### config.mk
export PLATFORM = sky130hd
export DESIGN_NAME = stage_regs
export DESIGN_NICKNAME = d
export VERILOG_FILES = /design/src/design/ctrl_pkg.sv /design/src/design/isa_pkg.sv /design/src/design/stage_regs.sv
export SDC_FILE = /design/constraint.sdc
export NUM_CORES = 1
export LEC_CHECK = 0
export BUFFER_PORTS_ARGS = -buffer_cell sky130_fd_sc_hd__clkbuf_2
export CAP_MARGIN = 5
export CELL_PAD_IN_SITES_DETAIL_PLACEMENT = 1
export CELL_PAD_IN_SITES_GLOBAL_PLACEMENT = 1
export CORE_MARGIN = 4
export CORE_UTILIZATION = 35
export DETAILED_ROUTE_END_ITERATION = 10
export GPL_TIMING_DRIVEN = 0
export PLACE_DENSITY_LB_ADDON = 0.2
export SYNTH_ARGS = -nofsm -noshare
export SYNTH_HDL_FRONTEND = slang
export SYNTH_SLANG_ARGS = --single-unit
### constraint.sdc
create_clock -name clk -period 3.6 [get_ports clk]
set_input_delay 0.54 -clock clk [delete_from_list [all_inputs] [get_ports clk]]
set_output_delay 0.54 -clock clk [all_outputs]
set_load 0.03 [all_outputs]
### src/design/ctrl_pkg.sv
package ctrl_pkg;

    localparam logic [3:0] ALU_NONE = 4'd0;
    localparam logic [3:0] ALU_NOT  = 4'd1;
    localparam logic [3:0] ALU_INC  = 4'd2;
    localparam logic [3:0] ALU_DEC  = 4'd3;
    localparam logic [3:0] ALU_MOV  = 4'd4;
    localparam logic [3:0] ALU_ADD  = 4'd5;
    localparam logic [3:0] ALU_SUB  = 4'd6;
    localparam logic [3:0] ALU_AND  = 4'd7;
    localparam logic [3:0] ALU_OR   = 4'd8;
    localparam logic [3:0] ALU_SHL  = 4'd9;
    localparam logic [3:0] ALU_SHR  = 4'd10;
    localparam logic [3:0] ALU_SETC = 4'd11;
    localparam logic [3:0] ALU_CLRC = 4'd12;
    localparam logic [3:0] ALU_PASS = 4'd13;   // Source operand straight through

    localparam logic [1:0] JMP_NONE = 2'd0;
    localparam logic [1:0] JMP_Z    = 2'd1;
    localparam logic [1:0] JMP_N    = 2'd2;
    localparam logic [1:0] JMP_C    = 2'd3;

    localparam int FLAG_W = 3;
    localparam int FLAG_Z = 0;
    localparam int FLAG_N = 1;
    localparam int FLAG_C = 2;

endpackage

### src/design/isa_pkg.sv
package isa_pkg;

    localparam int DATA_W     = 16;
    localparam int REG_ADDR_W = 3;
    localparam int OPCODE_W   = 5;
    localparam int IMM_W      = 8;

    localparam logic [OPCODE_W-1:0] OP_NOP   = 5'd0;
    localparam logic [OPCODE_W-1:0] OP_SETC  = 5'd1;
    localparam logic [OPCODE_W-1:0] OP_CLRC  = 5'd2;
    localparam logic [OPCODE_W-1:0] OP_NOT   = 5'd3;
    localparam logic [OPCODE_W-1:0] OP_INC   = 5'd4;
    localparam logic [OPCODE_W-1:0] OP_DEC   = 5'd5;
    localparam logic [OPCODE_W-1:0] OP_IN    = 5'd6;
    localparam logic [OPCODE_W-1:0] OP_OUT   = 5'd7;
    localparam logic [OPCODE_W-1:0] OP_PUSH  = 5'd8;
    localparam logic [OPCODE_W-1:0] OP_POP   = 5'd9;
    localparam logic [OPCODE_W-1:0] OP_LOAD  = 5'd10;
    localparam logic [OPCODE_W-1:0] OP_STORE = 5'd12;
    localparam logic [OPCODE_W-1:0] OP_LDM   = 5'd13;
    localparam logic [OPCODE_W-1:0] OP_JZ    = 5'd16;
    localparam logic [OPCODE_W-1:0] OP_JN    = 5'd17;
    localparam logic [OPCODE_W-1:0] OP_JC    = 5'd18;
    localparam logic [OPCODE_W-1:0] OP_MOV   = 5'd24;
    localparam logic [OPCODE_W-1:0] OP_ADD   = 5'd25;
    localparam logic [OPCODE_W-1:0] OP_SUB   = 5'd26;
    localparam logic [OPCODE_W-1:0] OP_AND   = 5'd28;
    localparam logic [OPCODE_W-1:0] OP_OR    = 5'd29;
    localparam logic [OPCODE_W-1:0] OP_SHL   = 5'd30;
    localparam logic [OPCODE_W-1:0] OP_SHR   = 5'd31;

    // Same 16-bit word, register form or immediate form
    typedef union packed {
        struct packed {
            logic [OPCODE_W-1:0]   opcode;
            logic [REG_ADDR_W-1:0] rdst;
            logic [REG_ADDR_W-1:0] rsrc;
            logic [4:0]            unused;
        } reg_fmt;
        struct packed {
            logic [OPCODE_W-1:0]   opcode;
            logic [REG_ADDR_W-1:0] rdst;
            logic [IMM_W-1:0]      imm;   // LDM value, low nibble is shift amount
        } imm_fmt;
    } instr_u;

endpackage
### src/design/stage_regs.sv
`timescale 1ns/1ps

module stage_regs import isa_pkg::*, ctrl_pkg::*; (
    input  logic                  clk,
    input  logic                  rst_n,
    input  logic [3:0]            id_alu_op,
    input  logic                  id_mem_read,
    input  logic                  id_mem_write,
    input  logic                  id_wb,
    input  logic                  id_push,
    input  logic                  id_pop,
    input  logic                  id_in_sel,
    input  logic                  id_out_en,
    input  logic                  id_imm_sel,
    input  logic                  id_one_operand,
    input  logic [1:0]            id_jump_type,
    input  logic [REG_ADDR_W-1:0] id_rdst,
    input  logic [IMM_W-1:0]      id_imm,
    input  logic [DATA_W-1:0]     rd_a,
    input  logic [DATA_W-1:0]     rd_b,
    input  logic [DATA_W-1:0]     in_port,
    input  logic [DATA_W-1:0]     alu_result,
    input  logic [FLAG_W-1:0]     alu_flags_next,
    input  logic [FLAG_W-1:0]     flags,
    input  logic [DATA_W-1:0]     mem_rdata,
    output logic [3:0]            ex_op,
    output logic [DATA_W-1:0]     ex_a,
    output logic [DATA_W-1:0]     ex_b,
    output logic [3:0]            ex_shamt,
    output logic [DATA_W-1:0]     mem_addr,
    output logic [DATA_W-1:0]     mem_wdata,
    output logic                  mem_read,
    output logic                  mem_write,
    output logic                  push,
    output logic                  pop,
    output logic                  wb_en,
    output logic [REG_ADDR_W-1:0] wb_addr,
    output logic [DATA_W-1:0]     wb_data,
    output logic [DATA_W-1:0]     out_port,
    output logic                  out_strobe,
    output logic                  jump_taken,
    output logic [DATA_W-1:0]     jump_target,
    output logic                  flag_we
);

    logic                  ex_mem_read, ex_mem_write, ex_wb, ex_push, ex_pop, ex_out;
    logic [1:0]            ex_jump;
    logic [REG_ADDR_W-1:0] ex_rdst, mem_rdst;
    logic                  mem_wb, mem_out;
    logic                  ex_take;

    always_comb begin
        case (ex_jump)
            JMP_Z:   ex_take = flags[FLAG_Z];   // Flags from before this instruction
            JMP_N:   ex_take = flags[FLAG_N];
            JMP_C:   ex_take = flags[FLAG_C];
            default: ex_take = 1'b0;
        endcase
    end

    assign flag_we = (alu_flags_next != flags);   // Write only on change

    always_ff @(posedge clk or negedge rst_n) begin
        if (!rst_n) begin
            ex_op        <= ALU_NONE;
            ex_a         <= '0;
            ex_b         <= '0;
            ex_shamt     <= '0;
            ex_mem_read  <= 1'b0;
            ex_mem_write <= 1'b0;
            ex_wb        <= 1'b0;
            ex_push      <= 1'b0;
            ex_pop       <= 1'b0;
            ex_out       <= 1'b0;
            ex_jump      <= JMP_NONE;
            ex_rdst      <= '0;
            mem_addr     <= '0;
            mem_wdata    <= '0;
            mem_read     <= 1'b0;
            mem_write    <= 1'b0;
            push         <= 1'b0;
            pop          <= 1'b0;
            mem_wb       <= 1'b0;
            mem_out      <= 1'b0;
            mem_rdst     <= '0;
            jump_taken   <= 1'b0;
            jump_target  <= '0;
            wb_en        <= 1'b0;
            wb_addr      <= '0;
            wb_data      <= '0;
            out_strobe   <= 1'b0;
            out_port     <= '0;
        end else begin
            // EX register
            ex_op        <= id_alu_op;
            ex_a         <= rd_a;
            ex_b         <= id_in_sel      ? in_port :
                            id_imm_sel     ? DATA_W'(id_imm) :
                            id_one_operand ? DATA_W'(1) : rd_b;
            ex_shamt     <= id_imm[3:0];
            ex_mem_read  <= id_mem_read;
            ex_mem_write <= id_mem_write;
            ex_wb        <= id_wb;
            ex_push      <= id_push;
            ex_pop       <= id_pop;
            ex_out       <= id_out_en;
            ex_jump      <= id_jump_type;
            ex_rdst      <= id_rdst;
            // MEM register
            mem_addr     <= alu_result;
            mem_wdata    <= ex_a;   // Store, push and out data
            mem_read     <= ex_mem_read;
            mem_write    <= ex_mem_write;
            push         <= ex_push;
            pop          <= ex_pop;
            mem_wb       <= ex_wb;
            mem_out      <= ex_out;
            mem_rdst     <= ex_rdst;
            jump_taken   <= ex_take;
            jump_target  <= ex_a;
            // WB register
            wb_en        <= mem_wb;
            wb_addr      <= mem_rdst;
            wb_data      <= (mem_read || pop) ? mem_rdata : mem_addr;
            out_strobe   <= mem_out;
            out_port     <= mem_wdata;
        end
    end

endmodule

# [Yosys cells after proc, flatten, opt, wreduce, memory -nomap -nowiden]
# Index checks and enable logic that the tools add are counted.
[word_totals] wordCells=37 latchBits=0 n_memories=0 mem_bits_ro=0 ram_bits=0 register_bits=130
[classes] n_mul=0 bitwise=0 n_lt_le_gt_ge=0 eq_ne=4 n_shift=0 n_div=0 reduce_logical=1 mux=5 add_sub_neg=0
[ops] op="$mux 16" count=4
[ops] op="$eq 2x2->1 const B" count=2
[ops] op="$ne 3x3->1" count=1
[ops] op="$pmux 1 s3" count=1
[ops] op="$eq 2x1->1 const B" count=1
[ops] op="$logic_or 1x1->1" count=1

# [Longest topological paths before layout]
# Gate-level depths: netlist of run 1.
[logic_depth] ltp_word=3 depth_mapped=4 ltp_nobuf=2

# [Worst setup path after synthesis of run 1]
# OpenSTA, ideal clock, no wires.
[synth_path] path_type="input to output" startpoint="in flags[2]" endpoint="out flag_we" setup_slack_ps=2121 arrival_ps=939 stages=2 t_required_ps=3060 cell_sequence="xnor2_1 > nand3_1"
[synth_via] elab_chain_cells=1
[synth_lines] element="from (decl)" line_no="stage_regs.sv:24" source="input logic [FLAG_W-1:0] flags,"
[synth_lines] element="$ne 3x3->1" line_no="stage_regs.sv:61" source="assign flag_we = (alu_flags_next != flags);"
[synth_lines] element="to (decl)" line_no="stage_regs.sv:43" source="output logic flag_we"
# Every way passes these cells.

# [Worst setup path after layout of run 1]
[layout_path] startpoint="in flags[0]" endpoint="out flag_we"
# The elaborated chain is that of the path after synthesis.

==> run summary, run 1 <==
CELLS AND AREA
-----------------------------------------------------------------------------------------------------------------
Layout Area Growth over Synthesis ..................................................................        51.0%
Commonest cells after routing, fill and taps aside ................................................. 243 x clkbuf_2, 130 x dfrtp_1, 17 x buf_4, 17 x clkbuf_16, 16 x nor2b_1
Ratio of cells with drive above 1 in the final layout ..............................................        63.9%
Count of nets after finishing ......................................................................          602
Leading cell type in the layout, fill and taps excluded ............................................     clkbuf_2
Number of antenna diodes ...........................................................................            0
Fill cell count ....................................................................................         1204

ROUTE
-----------------------------------------------------------------------------------------------------------------
First drt pass iteration count .....................................................................            4
Overall routed net length ..........................................................................     11000 µm
Vias ...............................................................................................         2787
Wire per inst ......................................................................................      17.0 µm
Antenna-violating nets left ........................................................................            0
Number of vias per cell after detailed routing .....................................................         4.33
Number of DRC markers in iteration 0 ...............................................................          170
Residual DRC .......................................................................................            0

TIMING
-----------------------------------------------------------------------------------------------------------------
Share of the cycle needed by the critical path after routing .......................................        46.2%
Transition time at the pin with the least slew margin ..............................................       446 ps
Final hold viol count ..............................................................................            0
Clock Skew .........................................................................................      5.57 ps
Final max-slew violation count .....................................................................            0
Max Freq ...........................................................................................    0.601 GHz
Final setup TNS ....................................................................................         0 ps
Worst hold slack across all endpoints ..............................................................      82.0 ps
Minimum period implied by the final worst setup slack ..............................................      1660 ps
Relative slew margins ..............................................................................        70.3%
Unrepaired setup endpoints after global routing ....................................................        false
Number of setup violations in the final report .....................................................            0

GLOBAL ROUTE
-----------------------------------------------------------------------------------------------------------------
Wire length of the first global-routing pass .......................................................     16400 µm
Largest net degree at the start of global routing ..................................................           79
Number of global-route vias before repair ..........................................................         3105
Gr usage total .....................................................................................        16.7%
Total congestion overflow after global routing .....................................................            0
Number of antenna violations at the first check in global routing ..................................            0

CLOCK NETWORK
-----------------------------------------------------------------------------------------------------------------
Post-CTS setup buffer count ........................................................................            0
H-tree Lvls ........................................................................................            4
Reg clk slew, reported paths .......................................................................        50 ps
Num Clock Sinks ....................................................................................          130
Clock Latency Late Sink ............................................................................       410 ps
Hold buffer count at cts ...........................................................................            0
Resize count post-CTS ..............................................................................            0
CTS tree ...........................................................................................         done
CTS Root Buffer Type ...............................................................................    clkbuf_16
Clock Path Buffers .................................................................................            2
Clock buffers created by TritonCTS .................................................................           17

SYNTHESIS
-----------------------------------------------------------------------------------------------------------------
Yosys warning count ................................................................................            0
Combinational family with the most area after synthesis ............................................ multiplexers
Gate Count Post-Synth ..............................................................................          224
Post-synthesis average cell area ...................................................................     18.2 µm²
Part of the Yosys area used for sequential elements ................................................        80.0%
Fraction of the mapped netlist area in simple logic gates ..........................................        4.95%
Mux share of post-synthesis cell area ..............................................................        5.84%
Number of different library cells in the post-synthesis netlist ....................................           19
Arithmetic-cell share of the synthesized area counting full adders, half adders and majority gates .           0%
Synthesized flop and latch total ...................................................................          130
Total nets after synthesis .........................................................................          338
Syn Std Cell Area ..................................................................................     4070 µm²
Parity-gate share of the synthesized area counting xor and xnor cells ..............................       0.646%
Complex-gate fraction of the synthesized area ......................................................        4.31%

PLACED DESIGN
-----------------------------------------------------------------------------------------------------------------
Placed wire-length estimate after detailed placement ...............................................      8280 µm
Final GP Congestion ................................................................................        0.747
IO buf count .......................................................................................          244

POWER
-----------------------------------------------------------------------------------------------------------------
VDD IR max .........................................................................................     0.372 mV
Power per cell area ................................................................................   630 nW/µm²
Leak ...............................................................................................      3.20 nW
Power consumption ..................................................................................      3.87 mW

DIE
-----------------------------------------------------------------------------------------------------------------
Die Outline Area ...................................................................................    13400 µm²
Width of the chip ..................................................................................       116 µm
FP Rows ............................................................................................           39
Effective utilization at floorplan .................................................................        35.6%
IO Count ...........................................................................................          245
Die Y-Extent .......................................................................................       116 µm
Placeable core region ..............................................................................    11400 µm²

CRITICAL PATH
-----------------------------------------------------------------------------------------------------------------
CP top delay family ................................................................................ buffers and inverters
Crit path cell chain ............................................................................... clkbuf_2 > xnor2_1 > nand3_1 > clkbuf_2
Cell at the slowest stage of the critical path .....................................................      xnor2_1
Nature of the critical path startpoint ............................................................. primary input
Biggest fanout along the worst timing path .........................................................            2
Slowest stage delay, CP ............................................................................       190 ps
Buffer and inverter count on the worst path ........................................................            2
Worst endpoint data arrival time ...................................................................      1120 ps
Req. time, crit path ...............................................................................      3060 ps
Class of the most critical setup path .............................................................. primary input to primary output
Crit. End Element .................................................................................. primary output
Most frequent cell on the critical path ............................................................     clkbuf_2

OUTCOME
-----------------------------------------------------------------------------------------------------------------
Result of the run .................................................................................. complete, no violations

WORST HOLD PATH
-----------------------------------------------------------------------------------------------------------------
HP Class ........................................................................................... primary input to asynchronous set/reset pin

JOB
-----------------------------------------------------------------------------------------------------------------
Number of max-cap violations .......................................................................            0

-- worst paths after layout --
| check | depth (start not counted) | start | to | slack (ps) |
|---|---|---|---|---|
| worst max-delay path | 4 | flags[0] | flag_we | 1940 |
| worst min-delay path | 1 | rst_n | jump_taken$_DFF_PN0_ | 80 |
| worst max register to register | 3 | pop$_DFF_PN0_ | wb_data[11]$_DFF_PN0_ | 2320 |
| worst min register to register | 0 | mem_out$_DFF_PN0_ | out_strobe$_DFF_PN0_ | 340 |
| max in group asynchronous | 2 | rst_n | ex_op[2]$_DFF_PN0_ | 2810 |
| min in group clk | 1 | id_alu_op[1] | ex_op[1]$_DFF_PN0_ | 240 |
-- where the power goes --
group / switching (mW) / internal [mW] / total [mW]
Sequential: 0.0343 / 1.55 / 1.58
Clock: 0.604 / 1.23 / 1.84
Combinational: 0.298 / 0.158 / 0.456
Total: 0.936 / 2.94 / 3.87
-- synthesized netlist by cell type --
cell	instances	area, µm²
a21oi_2	6	52.6
buf_4	17	128
mux2_2	6	67.6
nand2_1	2	7.51
nor3_1	1	5.00
or3b_1	7	61.3
mux2_4	10	150
dfrtp_1	130	3250
a22o_1	8	70.1
nor2_4	2	22.5
buf_12	1	20.0
nor2b_1	16	100
mux2i_1	2	20.0
buf_2	1	5.00
xnor2_1	3	26.3
buf_6	2	22.5
o31ai_2	1	12.5
nand3_1	1	5.00
a21oi_1	8	40.0
-- metal layers --
metal,part of all wire (%),track usage (%),up-vias
met3,13,9.24,13
met5,0,0,-
met4,1.5,6.34,0
met2,51,28.1,165
li1,-,-,1262
met1,34,17.5,1347
-- stage by stage --
| step | std cells | util (%) | instance area [µm²] | setup WS (ps) |
|---|---|---|---|---|
| final | 644 | 53.8 | 6150 | 1940 |
| after global routing | 644 | 53.8 | 6150 | 1880 |
| after CTS | 644 | 53.8 | 6150 | 1900 |
| after floorplan | 224 | - | 4070 | 2120 |
| after global placement | 611 | 47.9 | 5470 | 20.8 |
| after detailed placement | 612 | 48.2 | 5510 | 1940 |
-- worst register-to-register path, cell delays in order (launching register included) --
cell	delay [ps]
dfrtp_1	400
nor2_4	260
buf_12	190
mux2_4	310
-- cell type report --
type	count	area [µm²]	area share, %
sequential	130	3250	52.9
clock buffer	24	492	8.00
timing repair buffer	245	1260	20.5
buffer	21	175	2.85
tap	143	179	2.91
multi-input combinational	73	641	10.4
clock inverter	8	149	2.42
-- state kept, by name, indices dropped and copies added, names as in the netlist, 2 cells and up --
register / count
mem_addr: 16
ex_op: 4
ex_jump: 2
ex_b: 16
ex_rdst: 3
ex_a: 16
jump_target: 16
ex_shamt: 4
wb_addr: 3
out_port: 16
mem_rdst: 3
wb_data: 16
-- logic make-up (layout without fill, tap and decap cells) --
| family | count (synthesis) | in the layout |
|---|---|---|
| flip-flops | 130 | 130 |
| buffers and inverters | 21 | 298 |
| XOR/XNOR | 3 | 3 |
| AO/OA/AOI/OAI | 23 | 23 |
| multiplexers | 18 | 18 |
| AND/OR/NAND/NOR | 29 | 29 |
Power figures use the tool's default switching activity.
==> inputs of run 2 (changes only) <==
--- a/config.mk
+++ b/config.mk
@@ -5,12 +5,13 @@
 export SDC_FILE = /design/constraint.sdc
 export NUM_CORES = 1
 export LEC_CHECK = 0
+export ABC_AREA = 1
 export BUFFER_PORTS_ARGS = -buffer_cell sky130_fd_sc_hd__clkbuf_2
 export CAP_MARGIN = 5
 export CELL_PAD_IN_SITES_DETAIL_PLACEMENT = 1
 export CELL_PAD_IN_SITES_GLOBAL_PLACEMENT = 1
 export CORE_MARGIN = 4
-export CORE_UTILIZATION = 35
+export CORE_UTILIZATION = 29
 export DETAILED_ROUTE_END_ITERATION = 10
 export GPL_TIMING_DRIVEN = 0
 export PLACE_DENSITY_LB_ADDON = 0.2
==> constraint.sdc (replaced) <==
create_clock -name clk -period 1.4 [get_ports clk]
set_input_delay 0.21 -clock clk [delete_from_list [all_inputs] [get_ports clk]]
set_output_delay 0.21 -clock clk [all_outputs]
set_load 0.03 [all_outputs]
==> run 2 against run 1 <==
  * Flip-flop and latch count is the same
  * Core utilization fell by 4.4 points
  * Combinational power grew to 2.8 times the previous value
  * First-iteration DRC count fell by 51%
  * Clock power up 120%
  * Count of clock-buffer cells in the layout shrank 7
  * Final area grew 7.8%
  * Critical path depth fell by 2
  * Sequential share of layout area down 3.8 points
  * Largest cell class unchanged
  * Largest power group is now registers
==> run summary, run 2 <==
SYNTHESIS
------------------------------------------------------------------------------------
Gate Count Post-Synth .................................................          282
Number of different library cells in the post-synthesis netlist .......           17
Proportion of synthesized flip-flops having asynchronous set or reset .         100%
Total nets after synthesis ............................................          396
Most frequent cells after synthesis ................................... 130 x dfrtp_1, 65 x nand2_1, 19 x buf_4, 16 x o21ai_0, 14 x a21oi_1
Part of the Yosys area used for sequential elements ...................        81.1%
Most used flip-flop cell after synthesis ..............................      dfrtp_1
Synthesized flop and latch total ......................................          130
Syn Std Cell Area .....................................................     4010 µm²
Post-synth top area share .............................................        81.1%
Most used standard cell by instance count after synthesis .............      dfrtp_1
Number of enable-type register cells in the synthesized netlist .......            0
Main area contributors after synthesis ................................ dfrtp_1 81%, nand2_1 6.1%, buf_4 3.6%
Post-synthesis average cell area ......................................     14.2 µm²
Yosys warning count ...................................................            0
Largest area contributor in the netlist ...............................      dfrtp_1

DIE
------------------------------------------------------------------------------------
Effective utilization at floorplan ....................................        29.9%
Placeable core region .................................................    13400 µm²
FP Rows ...............................................................           42
Die Y-Extent ..........................................................       126 µm
Die Outline Area ......................................................    15800 µm²
IO Count ..............................................................          245
Width of the chip .....................................................       126 µm

GLOBAL ROUTE
------------------------------------------------------------------------------------
Gr usage total ........................................................        16.0%
Number of antenna violations at the first check in global routing .....            0
Met3 track demand over resource in global routing .....................        6.73%
M2 GR Usage ...........................................................        28.8%
Routing layer with the top usage in global route ......................         met2
Number of global-route vias before repair .............................         3728
Met1 layer usage reported by global route .............................        17.2%
Largest net degree at the start of global routing .....................           99
Wire length of the first global-routing pass ..........................     19700 µm
Total congestion overflow after global routing ........................            0

TIMING
------------------------------------------------------------------------------------
Final setup TNS .......................................................         0 ps
Relative slew margins .................................................        67.8%
Max Freq ..............................................................    0.750 GHz
Transition time at the pin with the least slew margin .................       483 ps
Final max-slew violation count ........................................            0
Minimum period implied by the final worst setup slack .................      1330 ps
Share of the cycle needed by the critical path after routing ..........        95.3%
Unrepaired setup endpoints after global routing .......................        false
Number of setup violations in the final report ........................            0
Clock Skew ............................................................      5.40 ps
Final hold viol count .................................................            0

CRITICAL PATH
------------------------------------------------------------------------------------
Worst endpoint data arrival time ......................................      1120 ps
Worst Reg-to-Reg Cells ................................................            3
Nature of the critical path startpoint ................................         flop
Req. time, crit path ..................................................      1190 ps
Biggest fanout along the worst timing path ............................            3
Crit. End Element ..................................................... primary output
Class of the most critical setup path ................................. flop to primary output

CELLS AND AREA
------------------------------------------------------------------------------------
Layout Area Growth over Synthesis .....................................        65.2%
Count of non-filler cells in the finished layout ......................          792
Commonest cells after routing, fill and taps aside .................... 240 x clkbuf_2, 128 x dfrtp_1, 65 x nand2_1
Ratio of cells with drive above 1 in the final layout .................        49.7%
Fill cell count .......................................................         1517
Area used by multi-input combinational logic ..........................      544 µm²
Count of nets after finishing .........................................          717
Register area .........................................................     3260 µm²
Leading cell type in the layout, fill and taps excluded ...............     clkbuf_2
Number of antenna diodes ..............................................            0

ROUTE
------------------------------------------------------------------------------------
Number of DRC markers in iteration 0 ..................................           84
Overall routed net length .............................................     12100 µm
Residual DRC ..........................................................            0
Antenna-violating nets left ...........................................            0
First drt pass iteration count ........................................            4
Wire per inst .........................................................      15.3 µm
Vias ..................................................................         3299
Number of vias per cell after detailed routing ........................         4.17

CLOCK NETWORK
------------------------------------------------------------------------------------
H-tree Lvls ...........................................................            4
Num Clock Sinks .......................................................          130
Clock Path Buffers ....................................................            2
Clock buffers created by TritonCTS ....................................           17
Reg clk slew, reported paths ..........................................        60 ps
Post-CTS setup buffer count ...........................................            0
CTS tree ..............................................................         done
Clock Latency Late Sink ...............................................       400 ps
CTS Root Buffer Type ..................................................    clkbuf_16

JOB
------------------------------------------------------------------------------------
Number of max-cap violations ..........................................            0

PLACED DESIGN
------------------------------------------------------------------------------------
Placed wire-length estimate after detailed placement ..................      8670 µm
Final GP Congestion ...................................................        0.805
IO buf count ..........................................................          242
Placed Instances ......................................................          701

POWER
------------------------------------------------------------------------------------
Power per cell area ...................................................  1420 nW/µm²
VDD IR max ............................................................     0.690 mV
Leak ..................................................................      3.50 nW

WORST HOLD PATH
------------------------------------------------------------------------------------
HP Class .............................................................. primary input to flop
Hold Path Stages ......................................................            3

OUTCOME
------------------------------------------------------------------------------------
Result of the run ..................................................... complete, no violations

run 2: through the flow:
stage	hold WS, ps	setup WS (ps)	util (%)	cell area, µm²	total power [mW]
floorplan	-85.6	303	-	4010	4.75
global placement	318	-1900	40.6	5440	5.26
detailed placement	127	197	40.9	5480	5.30
CTS	0.323	28.8	49.4	6630	9.56
global route	9.45	6.34	49.5	6630	9.86
finish	22.3	66.2	49.5	6630	9.40
run 2: path summary, 6_finish.rpt:
check                                         start                endpoint  slack (ps)
max                        jump_target[4]$_DFF_PN0_            mem_wdata[4]          70
min                                    mem_rdata[9]    wb_data[9]$_DFF_PN0_          20
max reg2reg                           pop$_DFF_PN0_   wb_data[10]$_DFF_PN0_         270
min reg2reg                  ex_mem_write$_DFF_PN0_     mem_write$_DFF_PN0_         340
max in group asynchronous                     rst_n      mem_read$_DFF_PN0_         390
min in group asynchronous                     rst_n  out_port[13]$_DFF_PN0_         260
run 2: what timing repair did:
action | 4_1_cts | 5_1_grt
pin swaps | 0 | 0
hold buffers | 59 | 0
resized for setup | 2 | 3
endpoints found under the setup margin | 2 | 1
hold endpoints to repair | 90 | 0
run 2: area by class of cell:
| cell class | count | share of cell area (%) |
|---|---|---|
| plain buffers | 24 | 2.78 |
| repair buffers | 302 | 27.8 |
| inverters | 8 | 0.453 |
| clock buffers | 17 | 6.42 |
| well taps | 176 | 3.32 |
| flip-flops and latches | 130 | 49.1 |
| multi-input cells | 120 | 8.21 |
| clock inverters | 15 | 1.93 |
run 2: cells by family (layout without fill, tap and decap cells):
logic type                after synthesis  count (layout)  share of synthesized area [%]
AOI/OAI and AO/OA                      31              31                           3.96
buffers and inverters                  32             366                           5.33
DFF                                   130             130                           81.1
and+or+nand+nor                        88              88                           9.39
xor gates and xnor gates                1               1                          0.218
run 2: where the power goes:
group          total [mW]  switching, mW  internal [mW]
combinational        1.28          0.822          0.461
clock                4.04           1.73           2.31
sequential           4.07         0.0946           3.98
total                9.40           2.65           6.75
run 2: critical path: stages (launching register included):
cell	delay [ps]
dfrtp_1	400
buf_4	140
clkbuf_2	180
run 2: layer usage:
| layer | routed length (µm) | up-vias |
|---|---|---|
| met5 | 0 | - |
| met4 | 168 | 0 |
| met3 | 1090 | 13 |
| met2 | 6680 | 162 |
| met1 | 4150 | 1605 |
| li1 | - | 1519 |
==> inputs of run 3 (changes only) <==
--- a/config.mk
+++ b/config.mk
@@ -6,13 +6,13 @@
 export NUM_CORES = 1
 export LEC_CHECK = 0
 export ABC_AREA = 1
-export BUFFER_PORTS_ARGS = -buffer_cell sky130_fd_sc_hd__clkbuf_2
 export CAP_MARGIN = 5
 export CELL_PAD_IN_SITES_DETAIL_PLACEMENT = 1
 export CELL_PAD_IN_SITES_GLOBAL_PLACEMENT = 1
 export CORE_MARGIN = 4
-export CORE_UTILIZATION = 29
+export CORE_UTILIZATION = 35
 export DETAILED_ROUTE_END_ITERATION = 10
+export DONT_BUFFER_PORTS = 1
 export GPL_TIMING_DRIVEN = 0
 export PLACE_DENSITY_LB_ADDON = 0.2
 export SYNTH_ARGS = -nofsm -noshare
==> run 3 against run 2 <==
  * The run now fails in clock tree synthesis (4_1_cts)
  * Synthesized area is the same
  * Synthesized cell count unchanged
==> run summary, run 3 <==
PLACED DESIGN
------------------------------------------------------------------------------------
IO buf count ..........................................................            0
Area after DPL ........................................................     4190 µm²
Pre-CTS setup slack ...................................................      79.7 ps
Placed Instances ......................................................          422
Final GP Congestion ...................................................        0.723
Placed wire-length estimate after detailed placement ..................      6820 µm

CLOCK NETWORK
------------------------------------------------------------------------------------
Num Clock Sinks .......................................................          130
Resize count post-CTS .................................................           14
Hold buffer count at cts ..............................................          101
H-tree Lvls ...........................................................            4
Clock buffers created by TritonCTS ....................................           17
CTS Root Buffer Type ..................................................    clkbuf_16
Clock Path Buffers ....................................................            2
Post-CTS setup buffer count ...........................................            0

SYNTHESIS
------------------------------------------------------------------------------------
Number of different library cells in the post-synthesis netlist .......           17
Post-synthesis average cell area ......................................     14.2 µm²
Proportion of synthesized flip-flops having asynchronous set or reset .         100%
Most used flip-flop cell after synthesis ..............................      dfrtp_1
Number of enable-type register cells in the synthesized netlist .......            0
Gate Count Post-Synth .................................................          282
Syn Std Cell Area .....................................................     4010 µm²
Synthesized flop and latch total ......................................          130
Most frequent cells after synthesis ................................... 130 x dfrtp_1, 65 x nand2_1, 19 x buf_4, 16 x o21ai_0, 14 x a21oi_1
Total nets after synthesis ............................................          396
Main area contributors after synthesis ................................ dfrtp_1 81%, nand2_1 6.1%, buf_4 3.6%
Part of the Yosys area used for sequential elements ...................        81.1%
Largest area contributor in the netlist ...............................      dfrtp_1
Post-synth top area share .............................................        81.1%
Yosys warning count ...................................................            0
Most used standard cell by instance count after synthesis .............      dfrtp_1

DIE
------------------------------------------------------------------------------------
FP Rows ...............................................................           38
Effective utilization at floorplan ....................................        36.4%
Die Y-Extent ..........................................................       115 µm
Width of the chip .....................................................       115 µm
IO Count ..............................................................          245

OUTCOME
------------------------------------------------------------------------------------
First error ........................................................... [ERROR RSZ-0060] Max buffer count reached.
Result of the run ..................................................... did not finish
Last stage the flow got to ............................................ clock tree synthesis (4_1_cts)

## run 3: cell counts after synthesis
No cell type changed its count.
## run 3: cell families after synthesis
| family | count (synthesis) | synth area share, % |
|---|---|---|
| and+or+nand+nor | 88 | 9.39 |
| xor gates and xnor gates | 1 | 0.218 |
| DFF | 130 | 81.1 |
| AOI/OAI and AO/OA | 31 | 3.96 |
| buffers and inverters | 32 | 5.33 |
## run 3: metrics by stage
step	hold slack, ps	util [%]
after floorplan	-85.6	-
after global placement	-82.3	38.0
after detailed placement	-82.4	38.0
==> inputs of run 4 (changes only) <==
--- a/config.mk
+++ b/config.mk
@@ -7,14 +7,12 @@
 export LEC_CHECK = 0
 export ABC_AREA = 1
 export CAP_MARGIN = 5
-export CELL_PAD_IN_SITES_DETAIL_PLACEMENT = 1
-export CELL_PAD_IN_SITES_GLOBAL_PLACEMENT = 1
 export CORE_MARGIN = 4
-export CORE_UTILIZATION = 35
+export CORE_UTILIZATION = 20
 export DETAILED_ROUTE_END_ITERATION = 10
 export DONT_BUFFER_PORTS = 1
 export GPL_TIMING_DRIVEN = 0
-export PLACE_DENSITY_LB_ADDON = 0.2
+export PLACE_DENSITY_LB_ADDON = 0.15
 export SYNTH_ARGS = -nofsm -noshare
 export SYNTH_HDL_FRONTEND = slang
 export SYNTH_SLANG_ARGS = --single-unit
==> constraint.sdc (replaced) <==
create_clock -name clk -period 1.8 [get_ports clk]
set_input_delay 0.27 -clock clk [delete_from_list [all_inputs] [get_ports clk]]
set_output_delay 0.27 -clock clk [all_outputs]
set_load 0.03 [all_outputs]
==> run 4 against run 3 <==
  * The flow now finishes, with violations (negative hold slack)
==> run summary, run 4 (synthesis gave the netlist of run 2 again) <==
CELLS AND AREA
--------------------------------------------------------------------------------
Final cell utilization of the core ................................        29.9%
Number of antenna diodes ..........................................            0
Fill cell count ...................................................         1953
Leading cell type in the layout, fill and taps excluded ...........      dfrtp_1
Layout Area Growth over Synthesis .................................        46.0%
Count of nets after finishing .....................................          506
Ratio of cells with drive above 1 in the final layout .............        14.6%
Commonest cells after routing, fill and taps aside ................ 130 x dfrtp_1, 91 x dlygate4sd3_1, 65 x nand2_1

CRITICAL PATH
--------------------------------------------------------------------------------
Worst endpoint data arrival time ..................................      2090 ps
Req. time, crit path ..............................................      2140 ps
CP top delay family ............................................... buffers and inverters
Nature of the critical path startpoint ............................ primary input
Cell at the slowest stage of the critical path .................... dlygate4sd3_1
Biggest fanout along the worst timing path ........................            1
Crit. End Element .................................................         flop
Class of the most critical setup path ............................. primary input to flop
Crit path cell chain .............................................. dlygate4sd3_1 > nand2_1 > dlygate4sd3_1 > a21oi_1 > dlygate4sd3_1
Slowest stage delay, CP ...........................................       550 ps
Most frequent cell on the critical path ........................... dlygate4sd3_1
Buffer and inverter count on the worst path .......................            3

CLOCK NETWORK
--------------------------------------------------------------------------------
Clock Path Buffers ................................................            2
Reg clk slew, reported paths ......................................        60 ps
H-tree Lvls .......................................................            4
Post-CTS setup buffer count .......................................            0
Resize count post-CTS .............................................            0
Hold buffer count at cts ..........................................           91
Clock Latency Late Sink ...........................................       410 ps
Clock buffers created by TritonCTS ................................           17
CTS tree ..........................................................         done
CTS Root Buffer Type ..............................................    clkbuf_16
Num Clock Sinks ...................................................          130

TIMING
--------------------------------------------------------------------------------
Minimum period implied by the final worst setup slack .............      1740 ps
Final max-slew violation count ....................................            0
Share of the cycle needed by the critical path after routing ......        96.7%
Final setup TNS ...................................................         0 ps
Relative slew margins .............................................        62.3%
Transition time at the pin with the least slew margin .............       566 ps
Number of setup violations in the final report ....................            0
Worst hold slack across all endpoints .............................      -440 ps
Max Freq ..........................................................    0.575 GHz
Clock Skew ........................................................      7.25 ps
Final hold viol count .............................................          130
Unrepaired setup endpoints after global routing ...................        false

DIE
--------------------------------------------------------------------------------
Placeable core region .............................................    19600 µm²
Width of the chip .................................................       150 µm
Die Outline Area ..................................................    22400 µm²
Effective utilization at floorplan ................................        20.5%
IO Count ..........................................................          245
Die Y-Extent ......................................................       150 µm
FP Rows ...........................................................           51

GLOBAL ROUTE
--------------------------------------------------------------------------------
Met3 track demand over resource in global routing .................        5.42%
Total congestion overflow after global routing ....................            0
Number of global-route vias before repair .........................         2918
Number of antenna violations at the first check in global routing .            0
Wire length of the first global-routing pass ......................     15900 µm
M2 GR Usage .......................................................        15.7%
Routing layer with the top usage in global route ..................         met2
Gr usage total ....................................................        9.42%
Largest net degree at the start of global routing .................          131
Met1 layer usage reported by global route .........................        9.54%

POWER
--------------------------------------------------------------------------------
Power per cell area ...............................................  1260 nW/µm²
Power consumption .................................................      7.36 mW
Leak ..............................................................      2.62 nW
VDD IR max ........................................................     0.511 mV

PLACED DESIGN
--------------------------------------------------------------------------------
Placed wire-length estimate after detailed placement ..............      7250 µm
IO buf count ......................................................            0
Final GP Congestion ...............................................        0.747

ROUTE
--------------------------------------------------------------------------------
Antenna-violating nets left .......................................            0
Number of vias per cell after detailed routing ....................         3.71
Number of DRC markers in iteration 0 ..............................           91
Residual DRC ......................................................            0
First drt pass iteration count ....................................            4
Wire per inst .....................................................      15.6 µm
Vias ..............................................................         2485
Overall routed net length .........................................     10400 µm

JOB
--------------------------------------------------------------------------------
Number of max-cap violations ......................................            0

WORST HOLD PATH
--------------------------------------------------------------------------------
HP Class .......................................................... primary input to asynchronous set/reset pin

OUTCOME
--------------------------------------------------------------------------------
Failing checks .................................................... negative hold slack
Result of the run ................................................. complete, but fails checks

[run 4: layout make-up]
class / count / area, µm² / area share, %
Tap cell: 265 / 332 / 5.66
Sequential cell: 130 / 3250 / 55.5
Inverter: 8 / 30.0 / 0.513
Clock inverter: 12 / 160 / 2.73
Buffer: 24 / 184 / 3.14
Timing Repair Buffer: 91 / 911 / 15.6
Multi-Input combinational cell: 120 / 544 / 9.29
Clock buffer: 19 / 443 / 7.56
[run 4: power breakdown]
| part | total [mW] | switching (mW) | internal [mW] |
|---|---|---|---|
| Clock | 3.48 | 1.27 | 2.21 |
| Sequential | 3.51 | 0.421 | 3.09 |
| Combinational | 0.367 | 0.159 | 0.208 |
[run 4: layer usage]
metal	vias up	part of all wire (%)
li1	1099	-
met1	1217	35
met2	154	51
met3	15	12
met4	0	1.9
met5	-	0
[run 4: per-stage QoR]
| stage | worst slack [ps] | instances | hold WS, ps | instance area, µm² |
|---|---|---|---|---|
| 3_3_place_gp | 464 | 547 | -21.8 | 4340 |
| 6_report | 59.5 | 669 | -440 | 5860 |
| 4_1_cts | 118 | 669 | -479 | 5860 |
| 5_1_grt | 36.1 | 669 | -481 | 5860 |
| 2_1_floorplan | 703 | 282 | -25.6 | 4010 |
| 3_5_place_dp | 473 | 547 | -21.7 | 4340 |
[run 4: worst paths after layout]
kind / start / endpoint / slack, ps / depth (start not counted)
worst max-delay path: rd_b[5] / ex_b[5]$_DFF_PN0_ / 60 / 5
worst min-delay path: rst_n / mem_addr[10]$_DFF_PN0_ / -440 / 0
worst max register to register: pop$_DFF_PN0_ / wb_data[6]$_DFF_PN0_ / 490 / 4
worst min register to register: ex_wb$_DFF_PN0_ / mem_wb$_DFF_PN0_ / 350 / 0
max in group asynchronous: rst_n / out_port[1]$_DFF_PN0_ / 2110 / 0
min in group clk: rd_b[14] / ex_b[14]$_DFF_PN0_ / 20 / 2
